$ cat src/include/iq_defs.svh
`ifndef IQ_DEFS_SVH
`define IQ_DEFS_SVH

// issue queue depth
`define IQ_LEN 4

// age tag width, top bit is the wrap bit
`define TAG_BITS 5

// datapath and instruction word width
`define WORD_BITS 16

// architectural register file size
`define AREG_NUM 8
// index width for AREG_NUM registers
`define AREG_BITS 3

// immediate field of the immediate view
`define IMM_BITS 6

// lui places the immediate this far up
`define LUI_SHIFT 10

`endif
$ cat src/decode_pkg.sv
`include "iq_defs.svh"

package decode_pkg;

	// architectural register index
	typedef logic [`AREG_BITS-1:0] areg_t;

	// operations of the slice
	typedef enum logic [3:0] {
		OP_ADD  = 4'h0,
		OP_SUB  = 4'h1,
		OP_AND  = 4'h2,
		OP_XOR  = 4'h3,
		OP_ADDI = 4'h4,
		OP_LUI  = 4'h5
	} opcode_t;

	// register view: opcode rd rs1 rs2, low bits unused
	typedef struct packed {
		opcode_t op;
		areg_t rd;
		areg_t rs1;
		areg_t rs2;
		logic [`WORD_BITS-4-3*`AREG_BITS-1:0] pad;
	} instr_reg_t;

	// immediate view, imm takes the place of rs2 and pad
	typedef struct packed {
		opcode_t op;
		areg_t rd;
		areg_t rs1;
		logic [`IMM_BITS-1:0] imm;
	} instr_imm_t;

	// one word, two decodings picked by the opcode
	typedef union packed {
		instr_reg_t r;
		instr_imm_t i;
	} instr_u;

	typedef struct packed {
		opcode_t op;
		logic use_imm;
	} control_t;

endpackage

$ cat src/issue_pkg.sv
`include "iq_defs.svh"

package issue_pkg;
	import decode_pkg::*;

	typedef logic [`TAG_BITS-1:0] tag_t;
	typedef logic [`WORD_BITS-1:0] word_t;

	// pending sources keep the producer tag in the low bits
	typedef union packed {
		word_t value;
		struct packed {
			logic [`WORD_BITS-`TAG_BITS-1:0] pad;
			tag_t tag;
		} pend;
	} operand_u;

	typedef struct packed {
		logic ready;
		operand_u opnd;
	} src_operand_t;

	typedef struct packed {
		src_operand_t src1;
		src_operand_t src2;
		tag_t tag;
		areg_t rd;
		control_t ctl;
	} iq_entry_t;

	// completion broadcast, rd rides along for the result port
	typedef struct packed {
		logic valid;
		tag_t tag;
		areg_t rd;
		word_t data;
	} wake_t;

	typedef struct packed {
		logic valid;
		word_t op1;
		word_t op2;
		tag_t tag;
		areg_t rd;
		control_t ctl;
	} issue_t;

	// a pending source whose producer broadcasts turns ready with the data
	function automatic src_operand_t capture_wake(src_operand_t s, wake_t w);
		src_operand_t r;
		r = s;
		if (!s.ready && w.valid && s.opnd.pend.tag == w.tag) begin
			r.ready = 1'b1;
			r.opnd.value = w.data;
		end
		return r;
	endfunction

endpackage

$ cat src/ooo_issue_top.sv
`timescale 1ns/1ns

module ooo_issue_top
	import decode_pkg::*;
	import issue_pkg::*;
(
	input logic clk,
	input logic reset,
	input logic in_valid,
	input instr_u in_instr,
	output logic full,
	output logic result_valid,
	output tag_t result_tag,
	output areg_t result_rd,
	output word_t result_data
);
	logic disp_valid;
	iq_entry_t disp_entry;
	issue_t issue_q;
	// completion, also feeds back as the wake-up
	wake_t wake_q;

	dispatch_unit i_dispatch (
		.clk(clk),
		.reset(reset),
		.in_valid(in_valid),
		.in_instr(in_instr),
		.wake(wake_q),
		.disp_valid(disp_valid),
		.disp_entry(disp_entry)
	);

	issue_queue i_queue (
		.clk(clk),
		.reset(reset),
		.disp_valid(disp_valid),
		.disp_entry(disp_entry),
		.wake(wake_q),
		.full(full),
		.issue(issue_q)
	);

	exec_unit i_exec (
		.clk(clk),
		.reset(reset),
		.issue(issue_q),
		.wake(wake_q)
	);

	assign result_valid = wake_q.valid;
	assign result_tag = wake_q.tag;
	assign result_rd = wake_q.rd;
	assign result_data = wake_q.data;

endmodule

$ cat src/exec_unit.sv
`timescale 1ns/1ns
`include "iq_defs.svh"

module exec_unit
	import decode_pkg::*;
	import issue_pkg::*;
(
	input logic clk,
	input logic reset,
	input issue_t issue,
	output wake_t wake
);
	// stage one
	logic s1_valid;
	word_t s1_a;
	word_t s1_b;
	tag_t s1_tag;
	areg_t s1_rd;
	opcode_t s1_op;
	// stage two
	logic s2_valid;
	tag_t s2_tag;
	areg_t s2_rd;
	word_t s2_data;
	word_t alu;

	always_ff @(posedge clk) begin
		if (reset) begin
			s1_valid <= 1'b0;
			s2_valid <= 1'b0;
		end else begin
			s1_valid <= issue.valid;
			s2_valid <= s1_valid;
		end
	end

	always_ff @(posedge clk) begin
		s1_a <= issue.op1;
		// immediate ops keep only the raw field
		s1_b <= issue.ctl.use_imm ? word_t'(issue.op2[`IMM_BITS-1:0]) : issue.op2;
		s1_tag <= issue.tag;
		s1_rd <= issue.rd;
		s1_op <= issue.ctl.op;
	end

	always_comb begin
		case (s1_op)
			OP_ADD: alu = s1_a + s1_b;
			OP_SUB: alu = s1_a - s1_b;
			OP_AND: alu = s1_a & s1_b;
			OP_XOR: alu = s1_a ^ s1_b;
			// sign-extended 6-bit immediate
			OP_ADDI: alu = s1_a + {{(`WORD_BITS-`IMM_BITS){s1_b[`IMM_BITS-1]}},
				s1_b[`IMM_BITS-1:0]};
			OP_LUI: alu = s1_b << `LUI_SHIFT;
			default: alu = '0;
		endcase
	end

	always_ff @(posedge clk) begin
		s2_tag <= s1_tag;
		s2_rd <= s1_rd;
		s2_data <= alu;
	end

	// broadcast to queue and rename table
	assign wake = '{valid: s2_valid, tag: s2_tag, rd: s2_rd, data: s2_data};

endmodule

$ cat src/issue_queue.sv
`timescale 1ns/1ns
`include "iq_defs.svh"

module issue_queue
	import issue_pkg::*;
(
	input logic clk,
	input logic reset,
	input logic disp_valid,
	input iq_entry_t disp_entry,
	input wake_t wake,
	output logic full,
	output issue_t issue
);
	localparam int IDX_BITS = $clog2(`IQ_LEN);

	// candidate carried up the select tree
	typedef struct packed {
		logic ready;
		logic [IDX_BITS-1:0] idx;
		tag_t tag;
	} sel_meta_t;

	logic [`IQ_LEN-1:0] valid_q;
	iq_entry_t entry_q [`IQ_LEN];
	logic [IDX_BITS-1:0] free_idx;
	logic [IDX_BITS-1:0] chosen;
	logic write_en;

	// heap layout, node k has children 2k+1 and 2k+2, leaves at the end
	sel_meta_t node [2*`IQ_LEN-1];

	// true when a should go before b
	function automatic logic is_older(sel_meta_t a, sel_meta_t b);
		logic same_wrap;
		logic a_above;
		same_wrap = a.tag[`TAG_BITS-1] == b.tag[`TAG_BITS-1];
		a_above = a.tag[`TAG_BITS-2:0] > b.tag[`TAG_BITS-2:0];
		if (!a.ready) begin
			return 1'b0;
		end
		if (!b.ready) begin
			return 1'b1;
		end
		// same wrap: lower index older; wrap differs: higher index older
		return same_wrap ^ a_above;
	endfunction

	// lowest free slot
	always_comb begin
		free_idx = '0;
		for (int i = `IQ_LEN-1; i >= 0; i--) begin
			if (!valid_q[i]) begin
				free_idx = IDX_BITS'(i);
			end
		end
	end

	assign full = &valid_q;
	// a strobe while full is dropped
	assign write_en = disp_valid && !full;

	// leaves: slot is a candidate once both sources are ready
	for (genvar i = 0; i < `IQ_LEN; i++) begin : g_leaf
		assign node[`IQ_LEN-1+i].ready = valid_q[i]
			&& entry_q[i].src1.ready && entry_q[i].src2.ready;
		assign node[`IQ_LEN-1+i].idx = IDX_BITS'(i);
		assign node[`IQ_LEN-1+i].tag = entry_q[i].tag;
	end

	// pairwise age compares, log depth to the root
	for (genvar k = 0; k < `IQ_LEN-1; k++) begin : g_node
		assign node[k] = is_older(node[2*k+1], node[2*k+2]) ? node[2*k+1] : node[2*k+2];
	end

	assign chosen = node[0].idx;

	// root ready means some slot can go
	always_comb begin
		issue.valid = node[0].ready;
		issue.op1 = entry_q[chosen].src1.opnd.value;
		issue.op2 = entry_q[chosen].src2.opnd.value;
		issue.tag = entry_q[chosen].tag;
		issue.rd = entry_q[chosen].rd;
		issue.ctl = entry_q[chosen].ctl;
	end

	always_ff @(posedge clk) begin
		if (reset) begin
			valid_q <= '0;
		end else begin
			// free slot never equals chosen, both can happen at once
			if (issue.valid) begin
				valid_q[chosen] <= 1'b0;
			end
			if (write_en) begin
				valid_q[free_idx] <= 1'b1;
			end
		end
	end

	// payload, wake capture on stored sources
	always_ff @(posedge clk) begin
		for (int i = 0; i < `IQ_LEN; i++) begin
			entry_q[i].src1 <= capture_wake(entry_q[i].src1, wake);
			entry_q[i].src2 <= capture_wake(entry_q[i].src2, wake);
		end
		// dispatch already bypassed this cycle's wake
		if (write_en) begin
			entry_q[free_idx] <= disp_entry;
		end
	end

endmodule

$ cat src/dispatch_unit.sv
`timescale 1ns/1ns
`include "iq_defs.svh"

module dispatch_unit
	import decode_pkg::*;
	import issue_pkg::*;
(
	input logic clk,
	input logic reset,
	input logic in_valid,
	input instr_u in_instr,
	input wake_t wake,
	output logic disp_valid,
	output iq_entry_t disp_entry
);
	// rename table, per register a value or the producer tag
	src_operand_t rename_q [`AREG_NUM];
	// age tag for the next instruction
	tag_t next_tag;
	opcode_t op;
	logic use_imm;

	// opcode sits at the same place in both views
	assign op = in_instr.r.op;
	// addi and lui read src2 from the immediate
	assign use_imm = (op == OP_ADDI) || (op == OP_LUI);
	assign disp_valid = in_valid;

	always_comb begin
		// same-cycle wake bypass on the lookup
		disp_entry.src1 = capture_wake(rename_q[in_instr.r.rs1], wake);
		// lui ignores rs1
		if (op == OP_LUI) begin
			disp_entry.src1.ready = 1'b1;
			disp_entry.src1.opnd.value = '0;
		end
		if (use_imm) begin
			// raw field only, extension happens in execute
			disp_entry.src2.ready = 1'b1;
			disp_entry.src2.opnd.value = word_t'(in_instr.i.imm);
		end else begin
			disp_entry.src2 = capture_wake(rename_q[in_instr.r.rs2], wake);
		end
		disp_entry.tag = next_tag;
		disp_entry.rd = in_instr.r.rd;
		disp_entry.ctl.op = op;
		disp_entry.ctl.use_imm = use_imm;
	end

	always_ff @(posedge clk) begin
		if (reset) begin
			next_tag <= '0;
			// all registers start ready at zero
			for (int i = 0; i < `AREG_NUM; i++) begin
				rename_q[i].ready <= 1'b1;
				rename_q[i].opnd.value <= '0;
			end
		end else begin
			// only slots still waiting on that exact tag pick up the value
			for (int i = 0; i < `AREG_NUM; i++) begin
				rename_q[i] <= capture_wake(rename_q[i], wake);
			end
			// new producer wins over a wake to the same register
			if (in_valid) begin
				rename_q[in_instr.r.rd].ready <= 1'b0;
				rename_q[in_instr.r.rd].opnd.pend.pad <= '0;
				rename_q[in_instr.r.rd].opnd.pend.tag <= next_tag;
				// wraps through 32, flipping the wrap bit every 16
				next_tag <= next_tag + 1'b1;
			end
		end
	end

endmodule

$ cat config.mk
export PLATFORM = sky130hd
export DESIGN_NAME = ooo_issue_top
export DESIGN_NICKNAME = d
export VERILOG_FILES = /design/src/decode_pkg.sv /design/src/issue_pkg.sv /design/src/ooo_issue_top.sv /design/src/exec_unit.sv /design/src/issue_queue.sv /design/src/dispatch_unit.sv
export VERILOG_INCLUDE_DIRS = /design/src /design/src/include
export SDC_FILE = /design/constraint.sdc
export NUM_CORES = 1
export LEC_CHECK = 0
export BUFFER_PORTS_ARGS = -buffer_cell sky130_fd_sc_hd__buf_2
export CAP_MARGIN = 20
export CORE_ASPECT_RATIO = 0.8
export CORE_MARGIN = 2
export CORE_UTILIZATION = 40
export DETAILED_ROUTE_END_ITERATION = 12
export PLACE_DENSITY_LB_ADDON = 0.12
export SLEW_MARGIN = 20
export SYNTH_ARGS = -nofsm -noshare
export SYNTH_HDL_FRONTEND = slang
export SYNTH_SLANG_ARGS = --single-unit
$ cat constraint.sdc
create_clock -name clk -period 9.2 [get_ports clk]
set_input_delay 0.92 -clock clk [delete_from_list [all_inputs] [get_ports clk]]
set_output_delay 0.92 -clock clk [all_outputs]
set_load 0.02 [all_outputs]
* Word level (Yosys, flattened, before mapping)
Memory sizes are Yosys's and may differ from the RTL's.
Cells that the tools add are included.
** Operators by class
- Add/sub/neg operators :: 4
- $lt $le $gt $ge :: 7
- Equal/unequal tests :: 28
- Multiplexer cells :: 77
- Bitwise logic cells :: 16
- Reductions and logical operators :: 69
** Operator list (number)
- $mux W17 :: 36
- $pmux W16 S6 :: 1
- $eq A5 B5 Y1 :: 18
- $logic_and A1 B1 Y1 :: 47
- $add A16 B16 Y16 :: 2
- $mux W1 :: 28
- $mux W8 :: 3
- $logic_not A1 Y1 :: 19
- $and A16 B16 Y16 :: 1
- $eq A4 B3 Y1 const B :: 4
- $sub A16 B16 Y16 :: 1
- $xor A16 B16 Y16 :: 1
- $gt A4 B4 Y1 :: 3
- $mux W4 :: 3
- $eq A4 B2 Y1 const B :: 2
- $mux W2 :: 4
- $or A1 B1 Y1 :: 8
- $lt A2 B3 Y1 const B :: 2
- $add A5 B1 Y5 const B :: 1
- $and A4 B4 Y4 :: 1
- $demux W1 S2 :: 2
- $eq A4 B1 Y1 const B :: 1
- $ge A2 B1 Y1 const B :: 2
- $logic_not A4 Y1 :: 1
- other kinds (6) :: 10
** Word-level totals
- Bits in registers :: 79
- Bits in writable memories :: 324
- Input port bits :: 19
- Logic and storage cells :: 216
- Memories kept :: 2
** Memories
- i_queue.entry_q :: depth 4, width 47, read ports 5, clocked after memory_dff 0, write ports 5, RTL line issue_queue.sv:25 : iq_entry_t entry_q [`IQ_LEN];
- i_dispatch.rename_q :: depth 8, width 17, read ports 10, clocked after memory_dff 0, write ports 9, RTL line dispatch_unit.sv:17 : src_operand_t rename_q [`AREG_NUM];

* Logic depth before layout (Yosys ltp)
An unclocked memory read counts as a cell.
- Depth after elaboration :: 23
- Depth in mapped cells :: 21
- Gate-level depth less buffers :: 19

* By module
A second synthesis with hierarchy kept.
** Unflattened totals
- Cells, all modules :: 2004
- Area total of the unflattened synthesis :: 21401.8 sq um
** Modules (own cells, without submodules)
- issue_queue :: times used 1, cells an instance 877, area an instance 9430.3 sq um, sequential area each 5725.5 sq um
- dispatch_unit :: times used 1, cells an instance 788, area an instance 8687.1 sq um, sequential area each 3223.1 sq um
- exec_unit :: times used 1, cells an instance 339, area an instance 3284.4 sq um, sequential area each 1401.3 sq um

* Worst setup path before layout
Ideal clock, no wire load.
- Kind :: register -> register
- Start :: memory i_queue.entry_q[2][11] (netlist name)
- End :: register i_exec.s1_b[10]
- Setup time :: 0.115 ns
- Arrival :: 4.448 ns
- Slack :: 4.637 ns
- Cell stages (with the launch flop) :: 19
- Path buffers :: 1
- Path through :: edfxtp_1 ha_1 o21ai_0 a21oi_1 o21a_1 xnor3_1 a21oi_1 clkbuf_1 mux2_2 ha_1 a41o_1 a211oi_1 a311oi_2 a2111oi_2 a211oi_4 a311oi_4 mux2i_1 o21ai_0 and2_1
** RTL lines
- from (decl) :: RTL line issue_queue.sv:25
- to (signal assigned) :: RTL line exec_unit.sv:40 : s1_b <= issue.ctl.use_imm ? word_t'(issue.op2[`IMM_BITS-1:0]) : issue.op2;
- to (decl) :: RTL line exec_unit.sv:16 : word_t s1_b;

==> metrics.txt <==
# TYPE chip_impl_metric gauge
chip_impl_metric{name="whs_path_depth",unit=""} 0
chip_impl_info{name="setup.worst_path.start_class",value="flop"} 1
chip_impl_metric{name="synth-edff-count",unit=""} 228
chip_impl_metric{name="initialDrtViolationCount",unit=""} 1564
chip_impl_metric{name="static-leakage-power",unit="nW"} 8.41
chip_impl_metric{name="cts_buffer_count",unit=""} 43
chip_impl_metric{name="synthesis_warning_total",unit=""} 0
chip_impl_metric{name="crit_fanout",unit=""} 34
chip_impl_metric{name="tritoncts_num_sinks",unit=""} 403
chip_impl_metric{name="pre_cts_setup_slack",unit="ns"} 3.18
chip_impl_metric{name="antenna_violating_nets_post_route",unit=""} 0
chip_impl_metric{name="synth.ff_latch_count",unit=""} 403
chip_impl_metric{name="muxShareOfSynthArea",unit=""} 0.165
chip_impl_metric{name="max_cap_violations",unit=""} 0
chip_impl_metric{name="post_cts_resized",unit=""} 0
chip_impl_metric{name="seq_area",unit="µm²"} 10300
chip_impl_info{name="synth-main-ff-cell",value="sky130_fd_sc_hd__edfxtp_1"} 1
chip_impl_metric{name="clock_skew",unit="ns"} 0.0317
chip_impl_metric{name="place.detailed.hpwl",unit="mm"} 42.3
chip_impl_metric{name="wirelength",unit="mm"} 61.5
chip_impl_info{name="cp_capture_type",value="flop"} 1
chip_impl_metric{name="insertion_delay",unit="ns"} 0.58
chip_impl_info{name="cts_tree",value="built"} 1
chip_impl_metric{name="cts_setup_buffers",unit=""} 0
chip_impl_metric{name="maximum_level_of_the_cts_h_tree",unit=""} 2
chip_impl_info{name="regToRegStartpoint",value="i_queue.entry_q[2][11]"} 1
chip_impl_metric{name="crit_share_post_route",unit=""} 0.661
chip_impl_info{name="yosys.cell_count.top_type",value="sky130_fd_sc_hd__edfxtp_1"} 1
chip_impl_info{name="hp-class",value="flop to flop"} 1
chip_impl_metric{name="die-width",unit="µm"} 258
chip_impl_info{name="worst_hold_startpoint",value="i_exec.s1_tag[2]"} 1
chip_impl_metric{name="power-per-cell-area",unit="nW/µm²"} 206
chip_impl_metric{name="post_synthesis_compound_gate_area_fraction",unit=""} 0.127
chip_impl_metric{name="vdd_drop_max",unit="mV"} 0.114
chip_impl_metric{name="synth_nets",unit=""} 1888
chip_impl_metric{name="postSynthAreaPerCell",unit="µm²"} 11.3
chip_impl_metric{name="core",unit="µm²"} 51000
chip_impl_info{name="synth_top_family_by_area",value="multiplexers"} 1
chip_impl_info{name="root_buffer",value="sky130_fd_sc_hd__clkbuf_16"} 1
chip_impl_metric{name="cp.required",unit="ns"} 9.65
chip_impl_metric{name="synthCells",unit=""} 1823
chip_impl_metric{name="totalNegativeSetupSlack",unit="ns"} 0
chip_impl_info{name="crit_type",value="flop to flop"} 1
chip_impl_metric{name="max_clock_freq",unit="MHz"} 164
chip_impl_metric{name="rows",unit=""} 74
chip_impl_metric{name="total_power",unit="mW"} 4.74
chip_impl_metric{name="post-route-drc-count",unit=""} 0
chip_impl_metric{name="syn_to_final_growth",unit="%"} 11.5
chip_impl_info{name="critical-path-slowest-cell",value="sky130_fd_sc_hd__a211oi_4"} 1
chip_impl_metric{name="reg2regPathDepth",unit=""} 18
chip_impl_info{name="synth_cell_count_leaders",value="sky130_fd_sc_hd__edfxtp_1, sky130_fd_sc_hd__dfxtp_1, sky130_fd_sc_hd__nand2_1"} 1
chip_impl_info{name="cp_cell_sequence",value="ha_1 > o21ai_0 > a21oi_1 > o21a_1 > xnor3_1 > a21oi_1 > buf_4 > mux2_2 > ha_1 > nand2b_1 > a21o_1 > a21boi_1 > xnor3_1 > a211oi_4 > buf_4 > a222oi_1 > a21boi_1 > and2_1"} 1
chip_impl_metric{name="design.final.nets",unit=""} 1896
chip_impl_metric{name="finalMaxSlewViolations",unit=""} 0
chip_impl_metric{name="fp.dieH",unit="µm"} 207
chip_impl_metric{name="async_flop_share",unit=""} 0
chip_impl_info{name="min_to",value="i_exec.s2_tag[2]"} 1
chip_impl_metric{name="arrival",unit="ns"} 6.53
chip_impl_info{name="run_status",value="completed"} 1
chip_impl_metric{name="placed_area",unit="µm²"} 21700
chip_impl_metric{name="pin_count_of_the_biggest_net_entering_global_routing",unit=""} 53
chip_impl_metric{name="area_share_of_the_largest_cell_type_after_synthesis",unit=""} 0.331
chip_impl_info{name="worstReg2RegEnd",value="i_exec.s1_b[10]"} 1
chip_impl_metric{name="synth.cell_area",unit="µm²"} 20700
chip_impl_metric{name="grt_first_pass_wirelength",unit="mm"} 92.5
chip_impl_metric{name="yosys.area_share.adder",unit=""} 0.0282
chip_impl_metric{name="hold_slack",unit="ns"} 0.332
chip_impl_metric{name="n_antenna_cell",unit=""} 0
chip_impl_metric{name="clock_period_minus_final_worst_setup_slack",unit="ns"} 6.08
chip_impl_metric{name="yosysSeqAreaShare",unit=""} 0.501
chip_impl_metric{name="headroom_to_the_max_slew_limit",unit=""} 0.285
chip_impl_metric{name="drt_pre_antenna_iters",unit=""} 8
chip_impl_info{name="unrepaired_setup_endpoints_after_global_routing",value="false"} 1
chip_impl_metric{name="multiInputGateArea",unit="µm²"} 9740
chip_impl_metric{name="nFillCells",unit=""} 4798
chip_impl_metric{name="final_hold_viol_count",unit=""} 0
chip_impl_metric{name="ff2ff_setup_slack",unit="ns"} 3.12
chip_impl_metric{name="die_area",unit="µm²"} 53500
chip_impl_metric{name="boundaryPins",unit=""} 45
chip_impl_metric{name="cts_buffer_depth",unit=""} 3
chip_impl_metric{name="final_design_area_no_fill",unit="µm²"} 23000
chip_impl_metric{name="port_buffers",unit=""} 44
chip_impl_metric{name="num_vias",unit=""} 14800
chip_impl_metric{name="detail_route.vias_per_cell",unit=""} 5.79
chip_impl_metric{name="timing.critical_path.slowest_cell_delay",unit="ns"} 0.66
chip_impl_metric{name="grt_pass1_vias",unit=""} 14400
chip_impl_metric{name="post_cts_hold_buffer_count",unit=""} 0
chip_impl_metric{name="grtUsageTotal",unit=""} 0.229
chip_impl_metric{name="clk_pin_slew_worst_paths",unit="ns"} 0.06
chip_impl_info{name="synth.top_cells.by_area",value="sky130_fd_sc_hd__edfxtp_1, sky130_fd_sc_hd__dfxtp_1, sky130_fd_sc_hd__mux4_2"} 1
chip_impl_metric{name="xor_xnor_portion_of_the_synthesized_cell_area",unit=""} 0.0413
chip_impl_metric{name="setup_viol",unit=""} 0
chip_impl_metric{name="wl_per_cell",unit="µm"} 24.1
chip_impl_metric{name="gp_routability_congestion",unit=""} 0.856
chip_impl_metric{name="post_route_cells_drive_above_1_share",unit=""} 0.168
chip_impl_metric{name="initial_core_util",unit=""} 0.405
chip_impl_metric{name="yosys.area_share.simple",unit=""} 0.104
chip_impl_metric{name="grt.overflow.total",unit=""} 0
chip_impl_metric{name="finalWorstSetupSlack",unit="ns"} 3.12
chip_impl_metric{name="timing_worst_slew_pin_value",unit="ns"} 1.07
chip_impl_metric{name="synth_cell_type_count",unit=""} 71
chip_impl_info{name="synth_top_cell_by_area",value="sky130_fd_sc_hd__edfxtp_1"} 1
chip_impl_metric{name="initial_antenna_violation_count",unit=""} 2
==> logic make-up (layout without fill, tap and decap cells) <==
family,count (synthesis),count (layout)
buf+inv,171,213
flops,403,403
fa+ha+maj,46,46
mux,248,248
simple gates,478,478
compound gates,386,386
xor+xnor,91,91
==> cell usage in the layout (no fill, tap or decap), types with 7 or more instances in the layout <==
cell type                   instances
sky130_fd_sc_hd__mux4_2            68
sky130_fd_sc_hd__nand2_1          172
sky130_fd_sc_hd__nor2b_1           12
sky130_fd_sc_hd__clkbuf_16         45
sky130_fd_sc_hd__and2_1             8
sky130_fd_sc_hd__nor2_1           165
sky130_fd_sc_hd__o21ai_1           68
sky130_fd_sc_hd__clkinv_2          10
sky130_fd_sc_hd__a22oi_1           16
sky130_fd_sc_hd__inv_1             45
sky130_fd_sc_hd__a222oi_1          44
sky130_fd_sc_hd__a21o_1             7
sky130_fd_sc_hd__ha_1              45
sky130_fd_sc_hd__mux2_2            50
sky130_fd_sc_hd__xnor2_1           59
sky130_fd_sc_hd__a21oi_1           50
sky130_fd_sc_hd__clkbuf_1          12
sky130_fd_sc_hd__nand4_1           21
sky130_fd_sc_hd__buf_2             44
sky130_fd_sc_hd__buf_4             43
sky130_fd_sc_hd__nand2b_1          19
sky130_fd_sc_hd__xor2_1            28
sky130_fd_sc_hd__o22ai_1           10
sky130_fd_sc_hd__nor3_1            18
sky130_fd_sc_hd__or2_2             11
sky130_fd_sc_hd__nand3_1           12
sky130_fd_sc_hd__edfxtp_1         228
sky130_fd_sc_hd__o21ai_0           95
sky130_fd_sc_hd__dfxtp_1          175
sky130_fd_sc_hd__a211o_1           27
sky130_fd_sc_hd__mux2i_1          129
==> final cells by class <==
cell class	instances	share of cell area
clock inverter	18	0.00576
clock buffer	61	0.0532
tap	684	0.0372
timing repair buffer	88	0.0242
multi-input combinational	1249	0.423
inverter	46	0.00750
sequential	403	0.449
==> power breakdown <==
group / switching, mW / internal (mW)
clock: 0.733 / 0.960
combinational: 0.515 / 0.322
sequential: 0.159 / 2.05
total: 1.41 / 3.34
==> metrics by stage <==
stage	util	instances
2_1_floorplan	-	1823
3_3_place_gp	0.424	2469
3_5_place_dp	0.425	2469
4_1_cts	0.451	2548
5_1_grt	0.451	2549
6_report	0.451	2549
==> state kept, by name, summed over array words and instances, names as in the netlist <==
register / count
i_queue.valid_q: 4
i_exec.s2_data: 16
i_exec.s1_op: 4
i_exec.s1_a: 16
i_exec.s2_tag: 5
i_exec.s1_rd: 3
i_dispatch.next_tag: 5
i_exec.s1_valid: 1
i_dispatch.rename_q: 136
i_exec.s2_valid: 1
i_exec.s1_tag: 5
i_exec.s2_rd: 3
i_queue.entry_q: 188
i_exec.s1_b: 16
==> worst max path at each step <==
stage	from	endpoint	slack, ns	depth (start not counted)
3_5_place_dp	i_queue.entry_q[2][11]	i_exec.s1_b[10]	3.18	18
4_1_cts	i_queue.entry_q[2][11]	i_exec.s1_b[10]	3.12	18
6_report	i_queue.entry_q[2][11]	i_exec.s1_b[10]	3.12	18
5_1_grt	i_queue.entry_q[2][11]	i_exec.s1_b[14]	2.77	18
2_1_floorplan	i_queue.entry_q[2][11]	i_exec.s1_b[10]	4.64	18
3_3_place_gp	i_queue.entry_q[2][11]	i_exec.s1_b[11]	3.25	18
==> worst max-delay path, delay by kind of cell (launching register included) <==
family / cells / cell delay, ns
simple gates: 2 / 0.35
xor+xnor: 2 / 0.83
compound gates: 9 / 2.61
fa+ha+maj: 2 / 0.51
mux: 1 / 0.35
buf+inv: 2 / 0.81
flops: 1 / 0.42
==> routing by layer <==
layer  vias up  global-route usage  part of all wire
met4         4              0.0538             0.020
met1      7278               0.350              0.47
met2       542               0.335              0.43
li1       6856                   -                 -
met5         -                   0           0.00026
met3        88              0.0405             0.078
No activity file was read; power rests on OpenSTA's default activity.
